<file path="src/design/gemm_sched_cfg.svh">
/*
  Width and mask-size macros for the GEMM tile scheduler
*/
`ifndef GEMM_SCHED_CFG_SVH
`define GEMM_SCHED_CFG_SVH

// Problem dimensions ------
`define SCHED_M_W     10  // M dimension, m tile count and index
`define SCHED_N_W     10  // N dimension, n tile count and index
`define SCHED_K_W     12  // K dimension, usually the deepest

// Tile geometry --------
`define SCHED_T_W     6   // Tm, Tn and Tk, also k_idx
`define SCHED_MAX_TM  64  // Rows in the PE array
`define SCHED_MAX_TN  64  // Columns in the PE array

// Status -------------
`define SCHED_PERF_W  32  // Perf counter width

`endif

</file>
<file path="src/design/gemm_sched_pkg.sv">
/*
  Shared types of the GEMM tile scheduler
  Dimension vectors, enable masks, perf counter and FSM states
*/
`default_nettype none

`include "gemm_sched_cfg.svh"

package gemm_sched_pkg;

  // Dimensions, tile counts and tile indices share one width per axis
  typedef logic [`SCHED_M_W-1:0] m_dim_t;
  typedef logic [`SCHED_N_W-1:0] n_dim_t;
  typedef logic [`SCHED_K_W-1:0] k_dim_t;
  typedef logic [`SCHED_T_W-1:0] tile_sz_t;  // Tile size, effective size, k_idx

  // Bit i set when row or column i is inside the edge tile
  typedef logic [`SCHED_MAX_TM-1:0] row_mask_t;
  typedef logic [`SCHED_MAX_TN-1:0] col_mask_t;

  typedef logic [`SCHED_PERF_W-1:0] perf_cnt_t;

  typedef enum logic [2:0] {
    S_IDLE,
    S_PREP_TILE,    // clr pulse, k_tile back to 0
    S_WAIT_READY,   // Stall until both banks valid
    S_LOAD_WEIGHT,  // Weights into the PEs
    S_STREAM_K,     // Activations stream past stationary weights
    S_TILE_DONE,
    S_DONE
  } sched_state_e;

endpackage

`default_nettype wire

</file>
<file path="src/design/tile_walk_if.sv">
/*
  Strobes and tile indices shared by the FSM, tile walker and edge sizer
*/
`default_nettype none

interface tile_walk_if;
  import gemm_sched_pkg::*;

  // FSM strobes, one cycle each
  logic session_start;  // Clear every index
  logic tile_start;     // New C tile, k back to 0
  logic k_adv;          // Next k-slice, only when last_k is low
  logic tile_adv;       // Step n, wrap into m

  // Walker state
  m_dim_t m_tile;
  n_dim_t n_tile;
  k_dim_t k_tile;
  logic   last_k;
  logic   last_tile;

  modport walker (input session_start, tile_start, k_adv, tile_adv,
                  output m_tile, n_tile, k_tile, last_k, last_tile);
  modport fsm    (output session_start, tile_start, k_adv, tile_adv,
                  input k_tile, last_k, last_tile);
  modport sizer  (input m_tile, n_tile, k_tile);

endinterface

`default_nettype wire

</file>
<file path="src/design/tile_walker.sv">
/*
  Tile loop nest indices, n inner, m outer, k per tile
  Last-slice and last-tile flags from the host tile counts
*/
`default_nettype none

module tile_walker (
  input wire logic                    clk_gated,
  input wire logic                    rst_n,
  input wire gemm_sched_pkg::m_dim_t  mt,  // ceil(M/Tm)
  input wire gemm_sched_pkg::n_dim_t  nt,  // ceil(N/Tn)
  input wire gemm_sched_pkg::k_dim_t  kt,  // ceil(K/Tk)
  tile_walk_if.walker                 walk
);
  import gemm_sched_pkg::*;

  m_dim_t m_q;
  n_dim_t n_q;
  k_dim_t k_q;
  logic   last_n;
  logic   last_m;

  // Flags --------------
  // Indices stay below the counts, so the +1 never wraps
  assign last_n = (n_q + n_dim_t'(1)) >= nt;
  assign last_m = (m_q + m_dim_t'(1)) >= mt;

  assign walk.last_k    = (k_q + k_dim_t'(1)) >= kt;
  assign walk.last_tile = last_n && last_m;

  // Indices ------------
  always_ff @(posedge clk_gated or negedge rst_n) begin
    if (!rst_n) begin
      m_q <= '0;
      n_q <= '0;
      k_q <= '0;
    end else if (walk.session_start) begin
      m_q <= '0;  // Fresh job, walk from tile (0,0)
      n_q <= '0;
      k_q <= '0;
    end else begin
      if (walk.tile_start)
        k_q <= '0;
      else if (walk.k_adv)
        k_q <= k_q + k_dim_t'(1);  // FSM already checked last_k

      // Row-major walk, FSM holds tile_adv off after the last tile
      if (walk.tile_adv) begin
        if (last_n) begin
          n_q <= '0;
          m_q <= m_q + m_dim_t'(1);
        end else begin
          n_q <= n_q + n_dim_t'(1);
        end
      end
    end
  end

  assign walk.m_tile = m_q;
  assign walk.n_tile = n_q;
  assign walk.k_tile = k_q;

endmodule

`default_nettype wire

</file>
<file path="src/design/edge_sizer.sv">
/*
  Effective edge-tile sizes and thermometer row/column enable masks
*/
`default_nettype none

`include "gemm_sched_cfg.svh"

module edge_sizer (
  input wire gemm_sched_pkg::m_dim_t    m_dim,
  input wire gemm_sched_pkg::n_dim_t    n_dim,
  input wire gemm_sched_pkg::k_dim_t    k_dim,
  input wire gemm_sched_pkg::tile_sz_t  tm,
  input wire gemm_sched_pkg::tile_sz_t  tn,
  input wire gemm_sched_pkg::tile_sz_t  tk,
  tile_walk_if.sizer                    walk,
  output gemm_sched_pkg::tile_sz_t      tm_eff,
  output gemm_sched_pkg::tile_sz_t      tn_eff,
  output gemm_sched_pkg::tile_sz_t      tk_eff,
  output gemm_sched_pkg::row_mask_t     row_mask,
  output gemm_sched_pkg::col_mask_t     col_mask
);
  import gemm_sched_pkg::*;

  // Wide enough for K index times Tk, the largest product here
  localparam int EW = `SCHED_K_W + `SCHED_T_W;
  typedef logic [EW-1:0] wide_t;

  // min(tile, dim - idx*tile), zero past the end of the dimension
  function automatic tile_sz_t eff_size(input wide_t dim, input wide_t idx, input tile_sz_t t);
    wide_t off;
    wide_t rem;
    off      = idx * wide_t'(t);
    rem      = (dim > off) ? (dim - off) : '0;
    eff_size = (rem > wide_t'(t)) ? t : tile_sz_t'(rem);
  endfunction

  // Sizes ---------------
  assign tm_eff = eff_size(wide_t'(m_dim), wide_t'(walk.m_tile), tm);
  assign tn_eff = eff_size(wide_t'(n_dim), wide_t'(walk.n_tile), tn);
  assign tk_eff = eff_size(wide_t'(k_dim), wide_t'(walk.k_tile), tk);

  // Masks ---------------
  assign row_mask = ~(row_mask_t'('1) << tm_eff);  // Low tm_eff bits set
  assign col_mask = ~(col_mask_t'('1) << tn_eff);

endmodule

`default_nettype wire

</file>
<file path="src/design/phase_fsm.sv">
/*
  Scheduling FSM with k counter and ping/pong bank gating
  Drives walker strobes, array controls and perf strobes
*/
`default_nettype none

module phase_fsm (
  input wire logic                      clk_gated,
  input wire logic                      rst_n,
  input wire logic                      start,   // Sampled in idle and done
  input wire logic                      abort,   // Synchronous, wins over everything
  input wire gemm_sched_pkg::tile_sz_t  tk_eff,
  input wire logic                      valid_a_ping,
  input wire logic                      valid_a_pong,
  input wire logic                      valid_b_ping,
  input wire logic                      valid_b_pong,
  tile_walk_if.fsm                      walk,
  output logic                          rd_en,
  output gemm_sched_pkg::tile_sz_t      k_idx,
  output logic                          bank_sel,
  output logic                          clr,
  output logic                          en,
  output logic                          load_weight,
  output logic                          busy,
  output logic                          done_tile,
  output logic                          tile_start,
  output logic                          stream,
  output logic                          waiting
);
  import gemm_sched_pkg::*;

  sched_state_e state;
  sched_state_e state_n;
  tile_sz_t     k_cnt;       // Position inside the load or stream phase
  logic         bank_ready;
  logic         slice_end;   // Last cycle of a phase
  logic         idle_like;

  // Bank gating ---------
  assign bank_sel   = walk.k_tile[0];  // Even k_tile ping, odd pong
  assign bank_ready = bank_sel ? (valid_a_pong && valid_b_pong)
                               : (valid_a_ping && valid_b_ping);
  assign slice_end  = (k_cnt == tk_eff - tile_sz_t'(1));
  assign idle_like  = (state == S_IDLE) || (state == S_DONE);

  // Next state ---------
  always_comb begin
    state_n = state;
    case (state)
      S_IDLE,
      S_DONE:        if (start) state_n = S_PREP_TILE;
      S_PREP_TILE:   state_n = S_WAIT_READY;
      S_WAIT_READY:  if (bank_ready) state_n = S_LOAD_WEIGHT;  // Else stall, rd_en low
      S_LOAD_WEIGHT: if (slice_end) state_n = S_STREAM_K;
      S_STREAM_K: begin
        if (slice_end)
          state_n = walk.last_k ? S_TILE_DONE : S_WAIT_READY;
      end
      S_TILE_DONE:   state_n = walk.last_tile ? S_DONE : S_PREP_TILE;
      default:       state_n = S_IDLE;
    endcase
    if (abort)
      state_n = S_IDLE;
  end

  always_ff @(posedge clk_gated or negedge rst_n) begin
    if (!rst_n) begin
      state       <= S_IDLE;
      k_cnt       <= '0;
      load_weight <= 1'b0;
    end else begin
      state <= state_n;
      // Count through a phase, restart at 0 for the next one
      if ((state == S_LOAD_WEIGHT || state == S_STREAM_K) && !slice_end)
        k_cnt <= k_cnt + tile_sz_t'(1);
      else
        k_cnt <= '0;
      load_weight <= (state == S_LOAD_WEIGHT);  // Lines up with read data
    end
  end

  // Walker strobes ------
  assign walk.session_start = idle_like && start && !abort;
  assign walk.tile_start    = (state == S_PREP_TILE);
  assign walk.k_adv         = (state == S_STREAM_K) && slice_end && !walk.last_k;
  assign walk.tile_adv      = (state == S_TILE_DONE) && !walk.last_tile;

  // Array controls
  assign rd_en     = (state == S_LOAD_WEIGHT) || (state == S_STREAM_K);
  assign k_idx     = k_cnt;
  assign clr       = (state == S_PREP_TILE);   // One pulse per C tile
  assign en        = (state == S_STREAM_K);
  assign busy      = !idle_like;
  assign done_tile = (state == S_TILE_DONE);

  // Perf strobes
  assign tile_start = (state == S_PREP_TILE);
  assign stream     = (state == S_STREAM_K);
  assign waiting    = (state == S_WAIT_READY);

endmodule

`default_nettype wire

</file>
<file path="src/design/perf_counters.sv">
/*
  Per-tile stream-cycle and stall-cycle counters
*/
`default_nettype none

module perf_counters (
  input wire logic                  clk_gated,
  input wire logic                  rst_n,
  input wire logic                  tile_start,  // Clears both counters
  input wire logic                  stream,      // Cycle in STREAM_K
  input wire logic                  waiting,     // Cycle in WAIT_READY
  output gemm_sched_pkg::perf_cnt_t cycles_tile,
  output gemm_sched_pkg::perf_cnt_t stall_cycles
);
  import gemm_sched_pkg::*;

  // Values hold once the tile is done, until the next tile_start
  always_ff @(posedge clk_gated or negedge rst_n) begin
    if (!rst_n) begin
      cycles_tile  <= '0;
      stall_cycles <= '0;
    end else if (tile_start) begin
      cycles_tile  <= '0;
      stall_cycles <= '0;
    end else begin
      if (stream)
        cycles_tile <= cycles_tile + perf_cnt_t'(1);
      if (waiting)
        stall_cycles <= stall_cycles + perf_cnt_t'(1);  // Includes the one-cycle pass
    end
  end

endmodule

`default_nettype wire

</file>
<file path="src/design/gemm_sched.sv">
/*
  Weight-stationary GEMM tile scheduler top level
  Tile walker, edge sizer, phase FSM and perf counters
*/
`default_nettype none

module gemm_sched (
  input wire logic                      clk_gated,
  input wire logic                      rst_n,
  input wire logic                      start,
  input wire logic                      abort,
  input wire gemm_sched_pkg::m_dim_t    m_dim,
  input wire gemm_sched_pkg::n_dim_t    n_dim,
  input wire gemm_sched_pkg::k_dim_t    k_dim,
  input wire gemm_sched_pkg::tile_sz_t  tm,
  input wire gemm_sched_pkg::tile_sz_t  tn,
  input wire gemm_sched_pkg::tile_sz_t  tk,
  input wire gemm_sched_pkg::m_dim_t    mt,
  input wire gemm_sched_pkg::n_dim_t    nt,
  input wire gemm_sched_pkg::k_dim_t    kt,
  input wire logic                      valid_a_ping,
  input wire logic                      valid_a_pong,
  input wire logic                      valid_b_ping,
  input wire logic                      valid_b_pong,
  output logic                          rd_en,
  output logic                          bank_sel,
  output logic                          clr,
  output logic                          en,
  output logic                          load_weight,
  output logic                          busy,
  output logic                          done_tile,
  output gemm_sched_pkg::tile_sz_t      k_idx,
  output gemm_sched_pkg::row_mask_t     row_mask,
  output gemm_sched_pkg::col_mask_t     col_mask,
  output gemm_sched_pkg::m_dim_t        m_tile,
  output gemm_sched_pkg::n_dim_t        n_tile,
  output gemm_sched_pkg::k_dim_t        k_tile,
  output gemm_sched_pkg::perf_cnt_t     cycles_tile,
  output gemm_sched_pkg::perf_cnt_t     stall_cycles
);
  import gemm_sched_pkg::*;

  tile_sz_t tk_eff;      // Slice depth for the FSM phases
  logic     tile_start;
  logic     stream;
  logic     waiting;

  tile_walk_if walk ();

  // Blocks ------------
  tile_walker u_walker (.clk_gated, .rst_n, .mt, .nt, .kt, .walk(walk.walker));

  edge_sizer u_sizer (.m_dim, .n_dim, .k_dim, .tm, .tn, .tk, .walk(walk.sizer),
                      .tm_eff(), .tn_eff(), .tk_eff, .row_mask, .col_mask);

  phase_fsm u_fsm (.clk_gated, .rst_n, .start, .abort, .tk_eff,
                   .valid_a_ping, .valid_a_pong, .valid_b_ping, .valid_b_pong,
                   .walk(walk.fsm), .rd_en, .k_idx, .bank_sel, .clr, .en,
                   .load_weight, .busy, .done_tile, .tile_start, .stream, .waiting);

  perf_counters u_perf (.clk_gated, .rst_n, .tile_start, .stream, .waiting,
                        .cycles_tile, .stall_cycles);

  // Tile coordinates straight from the walker
  assign m_tile = walk.m_tile;
  assign n_tile = walk.n_tile;
  assign k_tile = walk.k_tile;

endmodule

`default_nettype wire

</file>
<file path="config.mk">
export PLATFORM = sky130hd
export DESIGN_NAME = gemm_sched
export DESIGN_NICKNAME = d
export VERILOG_FILES = /design/src/design/gemm_sched_pkg.sv /design/src/design/tile_walk_if.sv /design/src/design/tile_walker.sv /design/src/design/edge_sizer.sv /design/src/design/phase_fsm.sv /design/src/design/perf_counters.sv /design/src/design/gemm_sched.sv
export VERILOG_INCLUDE_DIRS = /design/src /design/src/design
export SDC_FILE = /design/constraint.sdc
export NUM_CORES = 1
export LEC_CHECK = 0
export ABC_AREA = 1
export BUFFER_PORTS_ARGS = -buffer_cell sky130_fd_sc_hd__buf_2
export CORE_MARGIN = 10
export CORE_UTILIZATION = 50
export CTS_BUF_LIST = sky130_fd_sc_hd__clkbuf_16
export CTS_CLUSTER_SIZE = 10
export DETAILED_ROUTE_END_ITERATION = 8
export PLACE_DENSITY_LB_ADDON = 0.25
export REMOVE_ABC_BUFFERS = 1
export SLEW_MARGIN = 10
export SYNTH_ARGS = -nofsm -noshare
export SYNTH_HDL_FRONTEND = slang
export SYNTH_SLANG_ARGS = --single-unit
</file>
<file path="constraint.sdc">
create_clock -name clk_gated -period 12.8 [get_ports clk_gated]
set_input_delay 2.56 -clock clk_gated [delete_from_list [all_inputs] [get_ports clk_gated]]
set_output_delay 2.56 -clock clk_gated [all_outputs]
set_load 0.1 [all_outputs]
</file>
==> results_dict.tcl <==
set metrics [dict create \
    status "finished clean" \
    clock.fmax_ghz 0.0815 \
    cts_tree "done" \
    drt_drc_violations_left 0 \
    grt_overflow 0 \
    crit_arrival_ns 9.71 \
    synth_seq_cells 106 \
    r2r_setup_slack_ns 4.26 \
    cts.repair.resized 0 \
    initial_utilization_pct 51.0 \
    top_usage_layer "met2" \
    cpMaxStageDelayCell "fa_1" \
    postCtsHoldBufs 0 \
    rows 66 \
    hp-class "flip-flop to flip-flop" \
    maxCapViolCount 0 \
    core-area_mm2 0.0327 \
    worstHoldPathCells 1 \
    clockRootBuffer "clkbuf_16" \
    worstPathRequired_ns 10.24 \
    fin_crit_sh_pct 95.9 \
    synth_cells 2503 \
    portBuffers 324 \
    slowest_delay_ns 0.56 \
    relSlewSlack_pct 29.2 \
    dp_hpwl_mm 41.4 \
    drt_pre_antenna_iters 6 \
    finalHoldViolations 0 \
    routabilityCongestion 0.940 \
    num-nets-final 3133 \
    die_width_um 203 \
    cp-end-kind "output port" \
    htree_num_levels 3 \
    rsz0062_at_grt "no" \
    vias 16600 \
    numClockSinks 106 \
    grt_pass1_vias 16700 \
    drt-total-wl_mm 49.7 \
    finalNonFillerCells 3219 \
    min_to "u_perf.cycles_tile[31]$_DFFE_PN0P_" \
    grt_use_total_pct 23.8 \
    final_common_cell "nand2_1" \
    path_common_cell "inv_1" \
    holdCritStartpoint "u_perf.cycles_tile[31]$_DFFE_PN0P_" \
    dp_cells 3201 \
    async_flop_share_pct 100 \
    grtUsageMet1_pct 29.5 \
    layout_setup_ws_ns 0.530 \
    final_cell_mix "nand2_1 (637), inv_1 (546), buf_2 (312)" \
    startpoint_type "input pin" \
    crit_type "input pin to output port" \
    synth_cell_type_count 66 \
    grt_use_met3_pct 5.54 \
    synth.avg_cell_area_um2 6.66 \
    cts_buffer_depth 2 \
    grt_use_met2_pct 40.7 \
    skew_ns 0.0184 \
    routedWlPerCell_um 15.4 \
    vias_per_cell 5.14 \
    finish.utilization_pct 57.8 \
    fin_setup_tns_ns 0 \
    setup_violations 0 \
    drive_gt1_share_pct 16.8 \
    netlist_area_mm2 0.0167 \
    drt_iter0_drc 975 \
    dieArea_mm2 0.0410 \
    n_fill_cell 3177 \
    r2r.worst_path.cells 40 \
    cts.clk_slew.worst_paths_ns 0.09 \
    post_cts_buffers 0 \
    r2r-end "u_walker.walk.k_tile[4]$_DFFE_PN0P_" \
    cts_buffers 9 \
    clock_latency_ns 0.36 \
    crit_fanout 14 \
    post-place-ws_ns 0.455 \
    synth_warnings 0 \
    slew_violations 0 \
    grt_first_pass_wirelength_mm 82.4 \
    fin_crit_ns 12.27 \
    area_growth_pct 13.4 \
    grt_max_degree 69 \
    tightest_slew_ns 1.06 \
    antenna_found_initial 3 \
    ys.flop_type "dfrtp_1" \
    ios 327 \
    synth_edf_count 0 \
    ant_nets 0 \
    regToRegStartpoint "u_walker.walk.k_tile[0]$_DFFE_PN0P_" \
    seq_area_frac_synth_pct 15.9 \
    dieHeight_um 203 \
]
==> Yosys cell counts (6+ instances only) <==
cell	instances	share of area, %
nand2_1	638	14
inv_1	546	12
nor2_1	173	3.9
ha_1	163	12
nand3_1	132	4.0
a21oi_1	116	3.5
fa_1	110	13
dfrtp_1	106	16
o21ai_0	70	2.1
clkbuf_1	51	1.1
xor2_1	51	2.7
nand4_1	36	1.4
nor3_1	33	0.99
o21ai_1	28	0.84
nand2_2	25	0.94
inv_2	20	0.45
nor2_2	18	0.68
xnor2_1	17	0.89
o22ai_1	12	0.45
a21oi_2	9	0.47
nand2_4	9	0.61
nand3b_1	9	0.41
a21o_1	8	0.36
mux2i_1	8	0.48
nor4_1	8	0.30
buf_2	7	0.21
o211ai_1	7	0.32
nor2_4	6	0.41
o21bai_1	6	0.27
==> through the flow <==
step | area, um2 | hold WS, ns
finish | 18900 | 0.480
global placement | 18500 | 0.464
detailed placement | 18500 | 0.463
floorplan | 16300 | 0.533
global route | 18900 | 0.502
CTS | 18900 | 0.483
==> sequential cells by signal, indices dropped and copies added (netlist names) <==
register and flops:
u_fsm.k_idx 6, u_walker.walk.k_tile 12, u_walker.walk.n_tile 10, u_fsm.state 3, u_perf.cycles_tile 32, u_fsm.load_weight 1, u_perf.stall_cycles 32, u_walker.walk.m_tile 10
==> critical path: cells and delay by family <==
family | cells | cell delay, ns
buffers and inverters | 8 | 1.19
AO/OA/AOI/OAI | 8 | 1.51
XOR/XNOR | 1 | 0.15
adder cells (fa/ha/maj) | 6 | 2.52
AND/OR/NAND/NOR | 15 | 1.75
==> logic make-up (layout without fill, tap and decap cells) <==
family                     Yosys count  count (layout)  share of synthesized area [%]
AOI/OAI and AO/OA                  292             292                           10.3
xor gates and xnor gates            68              68                           3.57
adders and majority gates          273             273                           25.4
buffers and inverters              643             914                           14.9
DFF                                106             106                           15.9
muxes                                9               9                          0.548
other                                1               4                         0.0225
and+or+nand+nor                   1111            1111                           29.3
==> worst max path at each step <==
stage	startpoint	endpoint	slack (ns)	depth (start not counted)
2_1_floorplan	tn[5]	col_mask[40]	-1.43	36
3_3_place_gp	tm[2]	row_mask[56]	0.62	39
3_5_place_dp	tm[2]	row_mask[56]	0.46	39
4_1_cts	tm[2]	row_mask[56]	0.42	39
5_1_grt	tm[2]	row_mask[61]	0.004	38
6_report	tm[2]	row_mask[61]	0.53	38
==> area by class of cell <==
class                           count  area, um2  share of cell area, %
Clock buffer                        9        225                   1.19
Clock inverter                      7       88.8                  0.470
Timing Repair Buffer              329       1690                   8.94
Sequential cell                   106       2650                   14.0
Antenna cell                        2       5.00                 0.0265
Multi-Input combinational cell   1755      11500                   61.1
Inverter                          569       2140                   11.3
Tap cell                          442        553                   2.93
==> routing by layer <==
metal  wire length, um  vias to the layer above  share of wire [%]
met5                13                        -              0.026
met4               956                        2                1.9
met3              3710                       74                7.5
met2             23700                      532                 48
met1             21300                     7678                 43
li1                  -                     8270                  -
Power is not shown: default switching activity piles up to over one toggle a cycle in this logic, so the estimate is an artifact.
